$ cat config.mk
export PLATFORM = sky130hd
export DESIGN_NAME = reg_bank_top
export DESIGN_NICKNAME = d
export VERILOG_FILES = /design/src/regbank_pkg.sv /design/src/access_state_ctrl.sv /design/src/event_capture.sv /design/src/reg_bank_top.sv /design/src/reg_read_combine.sv /design/src/rw_reg.sv /design/src/rwc_reg.sv
export SDC_FILE = /design/constraint.sdc
export NUM_CORES = 1
export LEC_CHECK = 0
export BUFFER_PORTS_ARGS = -buffer_cell sky130_fd_sc_hd__buf_2
export CORE_AREA = 2 2 72 74
export CTS_CLUSTER_SIZE = 28
export DETAILED_ROUTE_END_ITERATION = 10
export DIE_AREA = 0 0 74 76
export PLACE_DENSITY = 0.78
export SLEW_MARGIN = 20
export SYNTH_ARGS = -nofsm -noshare
export SYNTH_HDL_FRONTEND = slang
export SYNTH_HIERARCHICAL = 1
export SYNTH_SLANG_ARGS = --single-unit
$ cat constraint.sdc
create_clock -name i_clk -period 2.4 [get_ports i_clk]
set_input_delay 0.24 -clock i_clk [delete_from_list [all_inputs] [get_ports i_clk]]
set_output_delay 0.24 -clock i_clk [all_outputs]
set_load 0.05 [all_outputs]
$ cat src/regbank_pkg.sv
package regbank_pkg;

    // ==================================================
    // bus widths
    // ==================================================
    localparam int REG_DW = 8;
    localparam int REG_AW = 8;

    // ==================================================
    // register map
    // ==================================================
    localparam logic [REG_AW-1:0] ADDR_CTRL       = 8'h00;
    localparam logic [REG_AW-1:0] ADDR_IRQ_MASK   = 8'h01;
    localparam logic [REG_AW-1:0] ADDR_IRQ_STATUS = 8'h02;
    // write-only, always writable
    localparam logic [REG_AW-1:0] ADDR_KEY        = 8'h03;
    localparam logic [REG_AW-1:0] ADDR_TEST_CTRL  = 8'h04;

    // unlock values written to ADDR_KEY
    localparam logic [REG_DW-1:0] KEY_CFG  = 8'hA5;
    localparam logic [REG_DW-1:0] KEY_TEST = 8'h5A;

    // ==================================================
    // reset values
    // ==================================================
    localparam logic [REG_DW-1:0] CTRL_DEFAULT       = 8'h01;
    localparam logic [REG_DW-1:0] IRQ_MASK_DEFAULT   = 8'h00;
    localparam logic [REG_DW-1:0] TEST_CTRL_DEFAULT  = 8'h00;
    localparam logic [REG_DW-1:0] IRQ_STATUS_DEFAULT = 8'h00;

    // access fsm encoding
    localparam logic [1:0] ST_IDLE = 2'd0;
    localparam logic [1:0] ST_CFG  = 2'd1;
    localparam logic [1:0] ST_TEST = 2'd2;

endpackage

$ cat src/access_state_ctrl.sv
`timescale 1ns/1ns

module access_state_ctrl
    import regbank_pkg::*;
(
    input  logic              i_clk,
    input  logic              i_rst_n,
    input  logic              i_wen,
    input  logic [REG_AW-1:0] i_addr,
    input  logic [REG_DW-1:0] i_wdata,
    input  logic              i_spi_sel,
    input  logic              i_efuse_load,
    output logic              o_test_st_reg_en,
    output logic              o_cfg_st_reg_en,
    output logic              o_spi_ctrl_reg_en,
    output logic              o_efuse_ctrl_reg_en
);

    logic [1:0] state;
    logic [1:0] state_nxt;
    logic       key_wr;
    logic       in_test;

    // ==================================================
    // key decode
    // ==================================================
    // key address is not gated by any access state
    assign key_wr = i_wen & (i_addr == ADDR_KEY);

    // next state only moves on a key write
    always_comb begin
        state_nxt = state;
        if (key_wr) begin
            case (i_wdata)
                KEY_CFG:  state_nxt = ST_CFG;
                KEY_TEST: state_nxt = ST_TEST;
                // any other value locks the bank again
                default:  state_nxt = ST_IDLE;
            endcase
        end
    end

    // state register
    always_ff @(posedge i_clk or negedge i_rst_n) begin
        if (!i_rst_n) begin
            state <= ST_IDLE;
        end else begin
            state <= state_nxt;
        end
    end

    // ==================================================
    // access enables
    // ==================================================
    assign in_test = (state == ST_TEST);

    assign o_cfg_st_reg_en  = (state == ST_CFG);
    assign o_test_st_reg_en = in_test;

    // external levels pass through
    // but test access stays exclusive
    assign o_spi_ctrl_reg_en   = i_spi_sel    & ~in_test;
    assign o_efuse_ctrl_reg_en = i_efuse_load & ~in_test;

endmodule

$ cat src/event_capture.sv
`timescale 1ns/1ns

module event_capture
    import regbank_pkg::*;
(
    input  logic              i_clk,
    input  logic              i_rst_n,
    input  logic [REG_DW-1:0] i_event,
    output logic [REG_DW-1:0] o_set_pulse
);

    // previous event level per line
    logic [REG_DW-1:0] event_d;
    logic [REG_DW-1:0] pulse_q;

    // events are already in the i_clk domain
    always_ff @(posedge i_clk or negedge i_rst_n) begin
        if (!i_rst_n) begin
            event_d <= '0;
            pulse_q <= '0;
        end else begin
            event_d <= i_event;
            // one cycle high after the edge that sees the rise
            pulse_q <= i_event & ~event_d;
        end
    end

    assign o_set_pulse = pulse_q;

endmodule

$ cat src/reg_bank_top.sv
`timescale 1ns/1ns

module reg_bank_top
    import regbank_pkg::*;
(
    input  logic              i_clk,
    input  logic              i_rst_n,
    input  logic              i_wen,
    input  logic              i_ren,
    input  logic [REG_AW-1:0] i_addr,
    input  logic [REG_DW-1:0] i_wdata,
    input  logic              i_spi_sel,
    input  logic              i_efuse_load,
    input  logic [REG_DW-1:0] i_event,
    output logic [REG_DW-1:0] o_rdata,
    output logic              o_irq,
    output logic [REG_DW-1:0] o_ctrl,
    output logic [REG_DW-1:0] o_test_ctrl
);

    // access levels
    logic              test_en;
    logic              cfg_en;
    logic              spi_en;
    logic              efuse_en;
    // per register read data
    logic [REG_DW-1:0] ctrl_rdata;
    logic [REG_DW-1:0] mask_rdata;
    logic [REG_DW-1:0] status_rdata;
    logic [REG_DW-1:0] test_rdata;
    // register contents
    logic [REG_DW-1:0] mask_q;
    logic [REG_DW-1:0] status_q;
    logic [REG_DW-1:0] set_pulse;

    // ==================================================
    // access state
    // ==================================================
    access_state_ctrl u_access (
        .i_clk               (i_clk),
        .i_rst_n             (i_rst_n),
        .i_wen               (i_wen),
        .i_addr              (i_addr),
        .i_wdata             (i_wdata),
        .i_spi_sel           (i_spi_sel),
        .i_efuse_load        (i_efuse_load),
        .o_test_st_reg_en    (test_en),
        .o_cfg_st_reg_en     (cfg_en),
        .o_spi_ctrl_reg_en   (spi_en),
        .o_efuse_ctrl_reg_en (efuse_en)
    );

    // ==================================================
    // registers
    // ==================================================
    // ctrl, efuse may write but never read
    rw_reg #(
        .REG_ADDR (ADDR_CTRL), .DEFAULT_VAL (CTRL_DEFAULT),
        .SUPPORT_TEST_RD (1'b1), .SUPPORT_CFG_WR (1'b1), .SUPPORT_CFG_RD (1'b1),
        .SUPPORT_SPI_WR (1'b1), .SUPPORT_SPI_RD (1'b1), .SUPPORT_EFUSE_WR (1'b1)
    ) u_ctrl (
        .i_clk (i_clk), .i_rst_n (i_rst_n), .i_wen (i_wen), .i_ren (i_ren),
        .i_addr (i_addr), .i_wdata (i_wdata),
        .i_test_st_reg_en (test_en), .i_cfg_st_reg_en (cfg_en),
        .i_spi_ctrl_reg_en (spi_en), .i_efuse_ctrl_reg_en (efuse_en),
        .o_rdata (ctrl_rdata), .o_reg_data (o_ctrl)
    );

    // irq mask, test state reads only
    rw_reg #(
        .REG_ADDR (ADDR_IRQ_MASK), .DEFAULT_VAL (IRQ_MASK_DEFAULT),
        .SUPPORT_TEST_RD (1'b1), .SUPPORT_CFG_WR (1'b1), .SUPPORT_CFG_RD (1'b1),
        .SUPPORT_SPI_WR (1'b1), .SUPPORT_SPI_RD (1'b1)
    ) u_irq_mask (
        .i_clk (i_clk), .i_rst_n (i_rst_n), .i_wen (i_wen), .i_ren (i_ren),
        .i_addr (i_addr), .i_wdata (i_wdata),
        .i_test_st_reg_en (test_en), .i_cfg_st_reg_en (cfg_en),
        .i_spi_ctrl_reg_en (spi_en), .i_efuse_ctrl_reg_en (efuse_en),
        .o_rdata (mask_rdata), .o_reg_data (mask_q)
    );

    // test control, test state only
    rw_reg #(
        .REG_ADDR (ADDR_TEST_CTRL), .DEFAULT_VAL (TEST_CTRL_DEFAULT),
        .SUPPORT_TEST_WR (1'b1), .SUPPORT_TEST_RD (1'b1)
    ) u_test_ctrl (
        .i_clk (i_clk), .i_rst_n (i_rst_n), .i_wen (i_wen), .i_ren (i_ren),
        .i_addr (i_addr), .i_wdata (i_wdata),
        .i_test_st_reg_en (test_en), .i_cfg_st_reg_en (cfg_en),
        .i_spi_ctrl_reg_en (spi_en), .i_efuse_ctrl_reg_en (efuse_en),
        .o_rdata (test_rdata), .o_reg_data (o_test_ctrl)
    );

    // irq status, set by events, cleared by cpu
    rwc_reg #(
        .REG_ADDR (ADDR_IRQ_STATUS), .DEFAULT_VAL (IRQ_STATUS_DEFAULT),
        .SUPPORT_TEST_WR (1'b1), .SUPPORT_TEST_RD (1'b1), .SUPPORT_CFG_WR (1'b1),
        .SUPPORT_CFG_RD (1'b1), .SUPPORT_SPI_WR (1'b1), .SUPPORT_SPI_RD (1'b1)
    ) u_irq_status (
        .i_clk (i_clk), .i_rst_n (i_rst_n), .i_wen (i_wen), .i_ren (i_ren),
        .i_addr (i_addr), .i_wdata (i_wdata),
        .i_test_st_reg_en (test_en), .i_cfg_st_reg_en (cfg_en),
        .i_spi_ctrl_reg_en (spi_en), .i_efuse_ctrl_reg_en (efuse_en),
        .i_lgc_wen (set_pulse), .i_lgc_wdata (set_pulse),
        .o_rdata (status_rdata), .o_reg_data (status_q)
    );

    // ==================================================
    // events and read back
    // ==================================================
    event_capture u_event (
        .i_clk       (i_clk),
        .i_rst_n     (i_rst_n),
        .i_event     (i_event),
        .o_set_pulse (set_pulse)
    );

    reg_read_combine u_read (
        .i_ctrl_rdata   (ctrl_rdata),
        .i_mask_rdata   (mask_rdata),
        .i_status_rdata (status_rdata),
        .i_test_rdata   (test_rdata),
        .i_mask         (mask_q),
        .i_status       (status_q),
        .o_rdata        (o_rdata),
        .o_irq          (o_irq)
    );

endmodule

$ cat src/reg_read_combine.sv
`timescale 1ns/1ns

module reg_read_combine
    import regbank_pkg::*;
(
    input  logic [REG_DW-1:0] i_ctrl_rdata,
    input  logic [REG_DW-1:0] i_mask_rdata,
    input  logic [REG_DW-1:0] i_status_rdata,
    input  logic [REG_DW-1:0] i_test_rdata,
    input  logic [REG_DW-1:0] i_mask,
    input  logic [REG_DW-1:0] i_status,
    output logic [REG_DW-1:0] o_rdata,
    output logic              o_irq
);

    logic [REG_DW-1:0] irq_pending;

    // ==================================================
    // read mux
    // ==================================================
    // unselected registers return zero, so an OR is enough
    // addresses are unique, at most one source is live
    assign o_rdata = i_ctrl_rdata
                   | i_mask_rdata
                   | i_status_rdata
                   | i_test_rdata;

    // ==================================================
    // interrupt
    // ==================================================
    // masked status bits
    assign irq_pending = i_status & i_mask;
    // any pending bit raises the line
    assign o_irq       = |irq_pending;

endmodule

$ cat src/rw_reg.sv
`timescale 1ns/1ns

module rw_reg
    import regbank_pkg::*;
#(
    parameter logic [REG_AW-1:0] REG_ADDR    = '0,
    parameter logic [REG_DW-1:0] DEFAULT_VAL = '0,
    parameter bit SUPPORT_TEST_WR  = 1'b0,
    parameter bit SUPPORT_TEST_RD  = 1'b0,
    parameter bit SUPPORT_CFG_WR   = 1'b0,
    parameter bit SUPPORT_CFG_RD   = 1'b0,
    parameter bit SUPPORT_SPI_WR   = 1'b0,
    parameter bit SUPPORT_SPI_RD   = 1'b0,
    parameter bit SUPPORT_EFUSE_WR = 1'b0,
    parameter bit SUPPORT_EFUSE_RD = 1'b0
) (
    input  logic              i_clk,
    input  logic              i_rst_n,
    input  logic              i_wen,
    input  logic              i_ren,
    input  logic [REG_AW-1:0] i_addr,
    input  logic [REG_DW-1:0] i_wdata,
    input  logic              i_test_st_reg_en,
    input  logic              i_cfg_st_reg_en,
    input  logic              i_spi_ctrl_reg_en,
    input  logic              i_efuse_ctrl_reg_en,
    output logic [REG_DW-1:0] o_rdata,
    output logic [REG_DW-1:0] o_reg_data
);

    logic              hit;
    logic              wr_ok;
    logic              rd_ok;
    logic [REG_DW-1:0] reg_data;

    assign hit = (i_addr == REG_ADDR);

    // any active state that this register supports opens the access
    assign wr_ok = (i_test_st_reg_en    & SUPPORT_TEST_WR)
                 | (i_cfg_st_reg_en     & SUPPORT_CFG_WR)
                 | (i_spi_ctrl_reg_en   & SUPPORT_SPI_WR)
                 | (i_efuse_ctrl_reg_en & SUPPORT_EFUSE_WR);
    assign rd_ok = (i_test_st_reg_en    & SUPPORT_TEST_RD)
                 | (i_cfg_st_reg_en     & SUPPORT_CFG_RD)
                 | (i_spi_ctrl_reg_en   & SUPPORT_SPI_RD)
                 | (i_efuse_ctrl_reg_en & SUPPORT_EFUSE_RD);

    always_ff @(posedge i_clk or negedge i_rst_n) begin
        if (!i_rst_n) begin
            reg_data <= DEFAULT_VAL;
        end else if (i_wen && hit && wr_ok) begin
            reg_data <= i_wdata;
        end
    end

    assign o_reg_data = reg_data;
    // zero keeps the read-data OR tree clean
    assign o_rdata    = (i_ren & hit & rd_ok) ? reg_data : '0;

endmodule

$ cat src/rwc_reg.sv
`timescale 1ns/1ns

module rwc_reg
    import regbank_pkg::*;
#(
    parameter logic [REG_AW-1:0] REG_ADDR    = '0,
    parameter logic [REG_DW-1:0] DEFAULT_VAL = '0,
    parameter bit SUPPORT_TEST_WR  = 1'b0,
    parameter bit SUPPORT_TEST_RD  = 1'b0,
    parameter bit SUPPORT_CFG_WR   = 1'b0,
    parameter bit SUPPORT_CFG_RD   = 1'b0,
    parameter bit SUPPORT_SPI_WR   = 1'b0,
    parameter bit SUPPORT_SPI_RD   = 1'b0,
    parameter bit SUPPORT_EFUSE_WR = 1'b0,
    parameter bit SUPPORT_EFUSE_RD = 1'b0
) (
    input  logic              i_clk,
    input  logic              i_rst_n,
    input  logic              i_wen,
    input  logic              i_ren,
    input  logic [REG_AW-1:0] i_addr,
    input  logic [REG_DW-1:0] i_wdata,
    input  logic              i_test_st_reg_en,
    input  logic              i_cfg_st_reg_en,
    input  logic              i_spi_ctrl_reg_en,
    input  logic              i_efuse_ctrl_reg_en,
    input  logic [REG_DW-1:0] i_lgc_wen,
    input  logic [REG_DW-1:0] i_lgc_wdata,
    output logic [REG_DW-1:0] o_rdata,
    output logic [REG_DW-1:0] o_reg_data
);

    logic              hit;
    logic              wen;
    logic              ren;
    logic [REG_DW-1:0] clr_bits;
    logic [REG_DW-1:0] set_bits;
    logic [REG_DW-1:0] reg_data;

    assign hit = (i_addr == REG_ADDR);
    assign wen = i_wen & hit & ((i_test_st_reg_en    & SUPPORT_TEST_WR)
                              | (i_cfg_st_reg_en     & SUPPORT_CFG_WR)
                              | (i_spi_ctrl_reg_en   & SUPPORT_SPI_WR)
                              | (i_efuse_ctrl_reg_en & SUPPORT_EFUSE_WR));
    assign ren = i_ren & hit & ((i_test_st_reg_en    & SUPPORT_TEST_RD)
                              | (i_cfg_st_reg_en     & SUPPORT_CFG_RD)
                              | (i_spi_ctrl_reg_en   & SUPPORT_SPI_RD)
                              | (i_efuse_ctrl_reg_en & SUPPORT_EFUSE_RD));

    // write one to clear, per bit
    assign clr_bits = wen ? i_wdata : '0;
    // inner logic sets where both enable and data are high
    assign set_bits = i_lgc_wen & i_lgc_wdata;

    // clear wins over a set in the same cycle
    always_ff @(posedge i_clk or negedge i_rst_n) begin
        if (!i_rst_n) begin
            reg_data <= DEFAULT_VAL;
        end else begin
            reg_data <= (reg_data | set_bits) & ~clr_bits;
        end
    end

    assign o_reg_data = reg_data;
    assign o_rdata    = ren ? reg_data : '0;

endmodule

==> flow_summary.ini <==
[finish]
multi_input_area_mm2 = 0.00137
antennaDiodeCount = 0
areaGrowthSynthToFinish_pct = 27.9
nets = 303
ff_latch_area_mm2 = 0.00125
fillers = 369
finalInstanceArea_mm2 = 0.00327
post_route_cells_drive_above_1_share_pct = 49.6

[floorplanning]
start_util_pct = 52.0
die_x_um = 74
pin_count = 55
rows = 26
die_h_um = 76
dieArea_mm2 = 0.00562
core_mm2 = 0.00491

[yosys]
syn_inst = 206
ys_ff_latch = 50
synth_xor_area_share_pct = 0
synth_top_area_share_pct = 48.0
seq_area_frac_synth_pct = 49.1
synthTopCellsByArea = dfrtp_1 48%, mux2_4 9.4%, and2_1 8.3%, nor2b_4 4.3%, mux2_2 3.5%
synth_top_family_by_area = simple AND/OR/NAND/NOR gates
synth_fp_nets = 236
syn_area_per_cell_um2 = 12.4
yosysTopAreaCell = dfrtp_1
synth_compound_area_share_pct = 6.57
synth_cell_types = 32
synthSimpleGateAreaFrac_pct = 29.1
synthMuxAreaShare_pct = 13.7
yosys.area_share.adder_pct = 0
synth_area_mm2 = 0.00255
yosys_warnings = 6

[detailed_routing]
postRouteAntennaNets = 0
routed_via_density = 5.86
drt-initial-drc-count = 124
wl_um = 6330
wl_per_cell_um = 18.4
drt_first_pass_iters = 5
via_count = 2015
drc_errors = 0

[timing]
setup_slack_ns = -0.0720
rsz0062_at_grt = true
maxSlewViolCount = 0
max_freq_mhz = 405
fin_crit_sh_pct = 103
hold_viol = 0
worst_pin_slew_ns = 0.876
slew_headroom_pct = 41.5
setup_viol = 8
clock_skew_ns = 0.00589
min_period_ns = 2.47
setup_tns_ns = -0.503

[critical_path]
critPathArrivalTime_ns = 2.23
crit_slowest_cell = or4_4
crit_family = simple AND/OR/NAND/NOR gates
cp.required_ns = 2.16
cp-end-kind = output port
cpPeakStageDelay_ns = 0.49
cp_num_buf_inv = 2
path_cells = nand2_2 -> clkinvlp_4 -> o31ai_4 -> nor3_4 -> and2_4 -> or4_4 -> buf_8
worst_setup_path_start_kind = flip-flop
path_max_fanout = 8
critPathKind = reg2out

[global_routing]
antenna_found_initial = 0
overflow = 0
track_usage_pct = 24.3
grt_pass1_wl_um = 10200
grt_pass1_vias = 2063
grt_max_degree = 29

[clock_network]
cts.path.max_buffers = 2
cts_made_buffers = 5
cts_tree = built
clock_sinks = 50
cts_htree_levels = 2
insertion_delay_ns = 0.30
cts_root_buffer = clkbuf_8
clk_pin_slew_worst_paths_ns = 0.09

[place]
gp_congestion = 0.917
dpl_cell_area_mm2 = 0.00294
place_hpwl_um = 4140
port_buffers = 54

[min_path]
hold_class = in2reg

[status]
failed_checks = negative setup slack
outcome = complete, but fails checks

[job]
cap_violations = 0

[power_and_ir_drop]
p_leak_nw = 1.57
ir_drop_mv = 0.456
p_per_area_mw_per_mm2 = 523
-- sequential cells by signal, indices dropped and copies added, names as in the netlist --
signal and cells:
u_irq_status/o_reg_data 8, u_ctrl/o_reg_data 8, u_event/event_d 8, u_irq_mask/o_reg_data 8
u_access/state 2, u_event/o_set_pulse 8, u_test_ctrl/o_reg_data 8
-- per-layer routing --
metal,vias to the layer above,routed length (um),part of all wire (%),GRT usage (%)
met1,994,2610,41,32.1
met4,0,142,2.2,8.55
met5,-,0,0,0
met3,15,413,6.5,6.08
li1,912,-,-,-
met2,94,3160,50,38.7
-- Yosys cell counts, drive strengths merged --
master  number
nor4        10
mux2i        2
o31ai        3
a41oi        8
nor3         6
dfstp        1
nand2       13
mux2        24
nor2b        8
o21ai        1
or3          2
nor2         1
or4b         4
inv          3
a22oi        4
buf          4
a21oi        8
clkbuf       1
nor4b        1
nand3b       1
and2        34
dfrtp       49
or4         13
nor4bb       4
nand4        1
-- per-stage QoR --
stage               worst slack, ns  power, W  util [%]  instances  hold WS [ns]
CTS                         -0.0202   0.00171      65.9        344        0.0477
finish                      -0.0720   0.00171      66.5        344        0.0530
global route                 -0.172   0.00178      66.5        344        0.0304
floorplan                     0.172   0.00102         -        206       -0.0556
detailed placement          -0.0669   0.00111      59.8        332         0.294
global placement            -0.0258   0.00111      59.8        332         0.285
-- cell type report --
type / count / area share (%)
clock buffer: 5 / 2.11
multi-input combinational: 148 / 41.8
timing repair buffer: 65 / 13.3
inverter: 3 / 0.460
tap: 70 / 2.68
sequential: 50 / 38.4
clock inverter: 3 / 1.23
-- final timing paths --
check                              startpoint                          to  cells after the start  slack, ns
setup / recovery            u_access/state[1]                  o_rdata[6]                      7      -0.07
hold / removal                     i_event[4]          u_event/event_d[4]                      1       0.05
setup reg to reg            u_access/state[0]        u_ctrl/o_reg_data[1]                      7       0.31
hold reg to reg            u_event/event_d[3]      u_event/o_set_pulse[3]                      1       0.45
max in group asynchronous             i_rst_n  u_irq_status/o_reg_data[5]                      3       1.31
min in group asynchronous             i_rst_n   u_test_ctrl/o_reg_data[0]                      2       0.48
-- repair_timing --
action	in CTS	in global routing
endpoints found under the setup margin	8	8
resized for setup	43	8
setup buffers	3	1
pin swaps	16	12
hold buffers	1	0
hold endpoints to repair	25	0
-- cells in the final DEF, fill, tap and decap left out, drive strengths merged, types with 4 or more instances in the layout --
cell	count
nor2b	8
nor3	6
or4b	4
dfrtp	49
a22oi	4
and2	34
nor4bb	4
or4	13
nor4	10
nand2	13
buf	64
a41oi	8
a21oi	8
mux2	24
clkbuf	5
-- power breakdown --
part	switching, W	internal [W]	total [W]
logic	0.000145	0.0000928	0.000238
registers	0.0000203	0.000869	0.000890
clock network	0.000272	0.000307	0.000579
total	0.000437	0.00127	0.00171
-- logic make-up (layout without fill, tap and decap cells) --
family,count (synthesis),count (layout)
flip-flops,50,50
AO/OA/AOI/OAI,24,24
multiplexers,26,26
buffers and inverters,8,76
AND/OR/NAND/NOR,98,98
No activity file was read; power rests on OpenSTA's default activity.
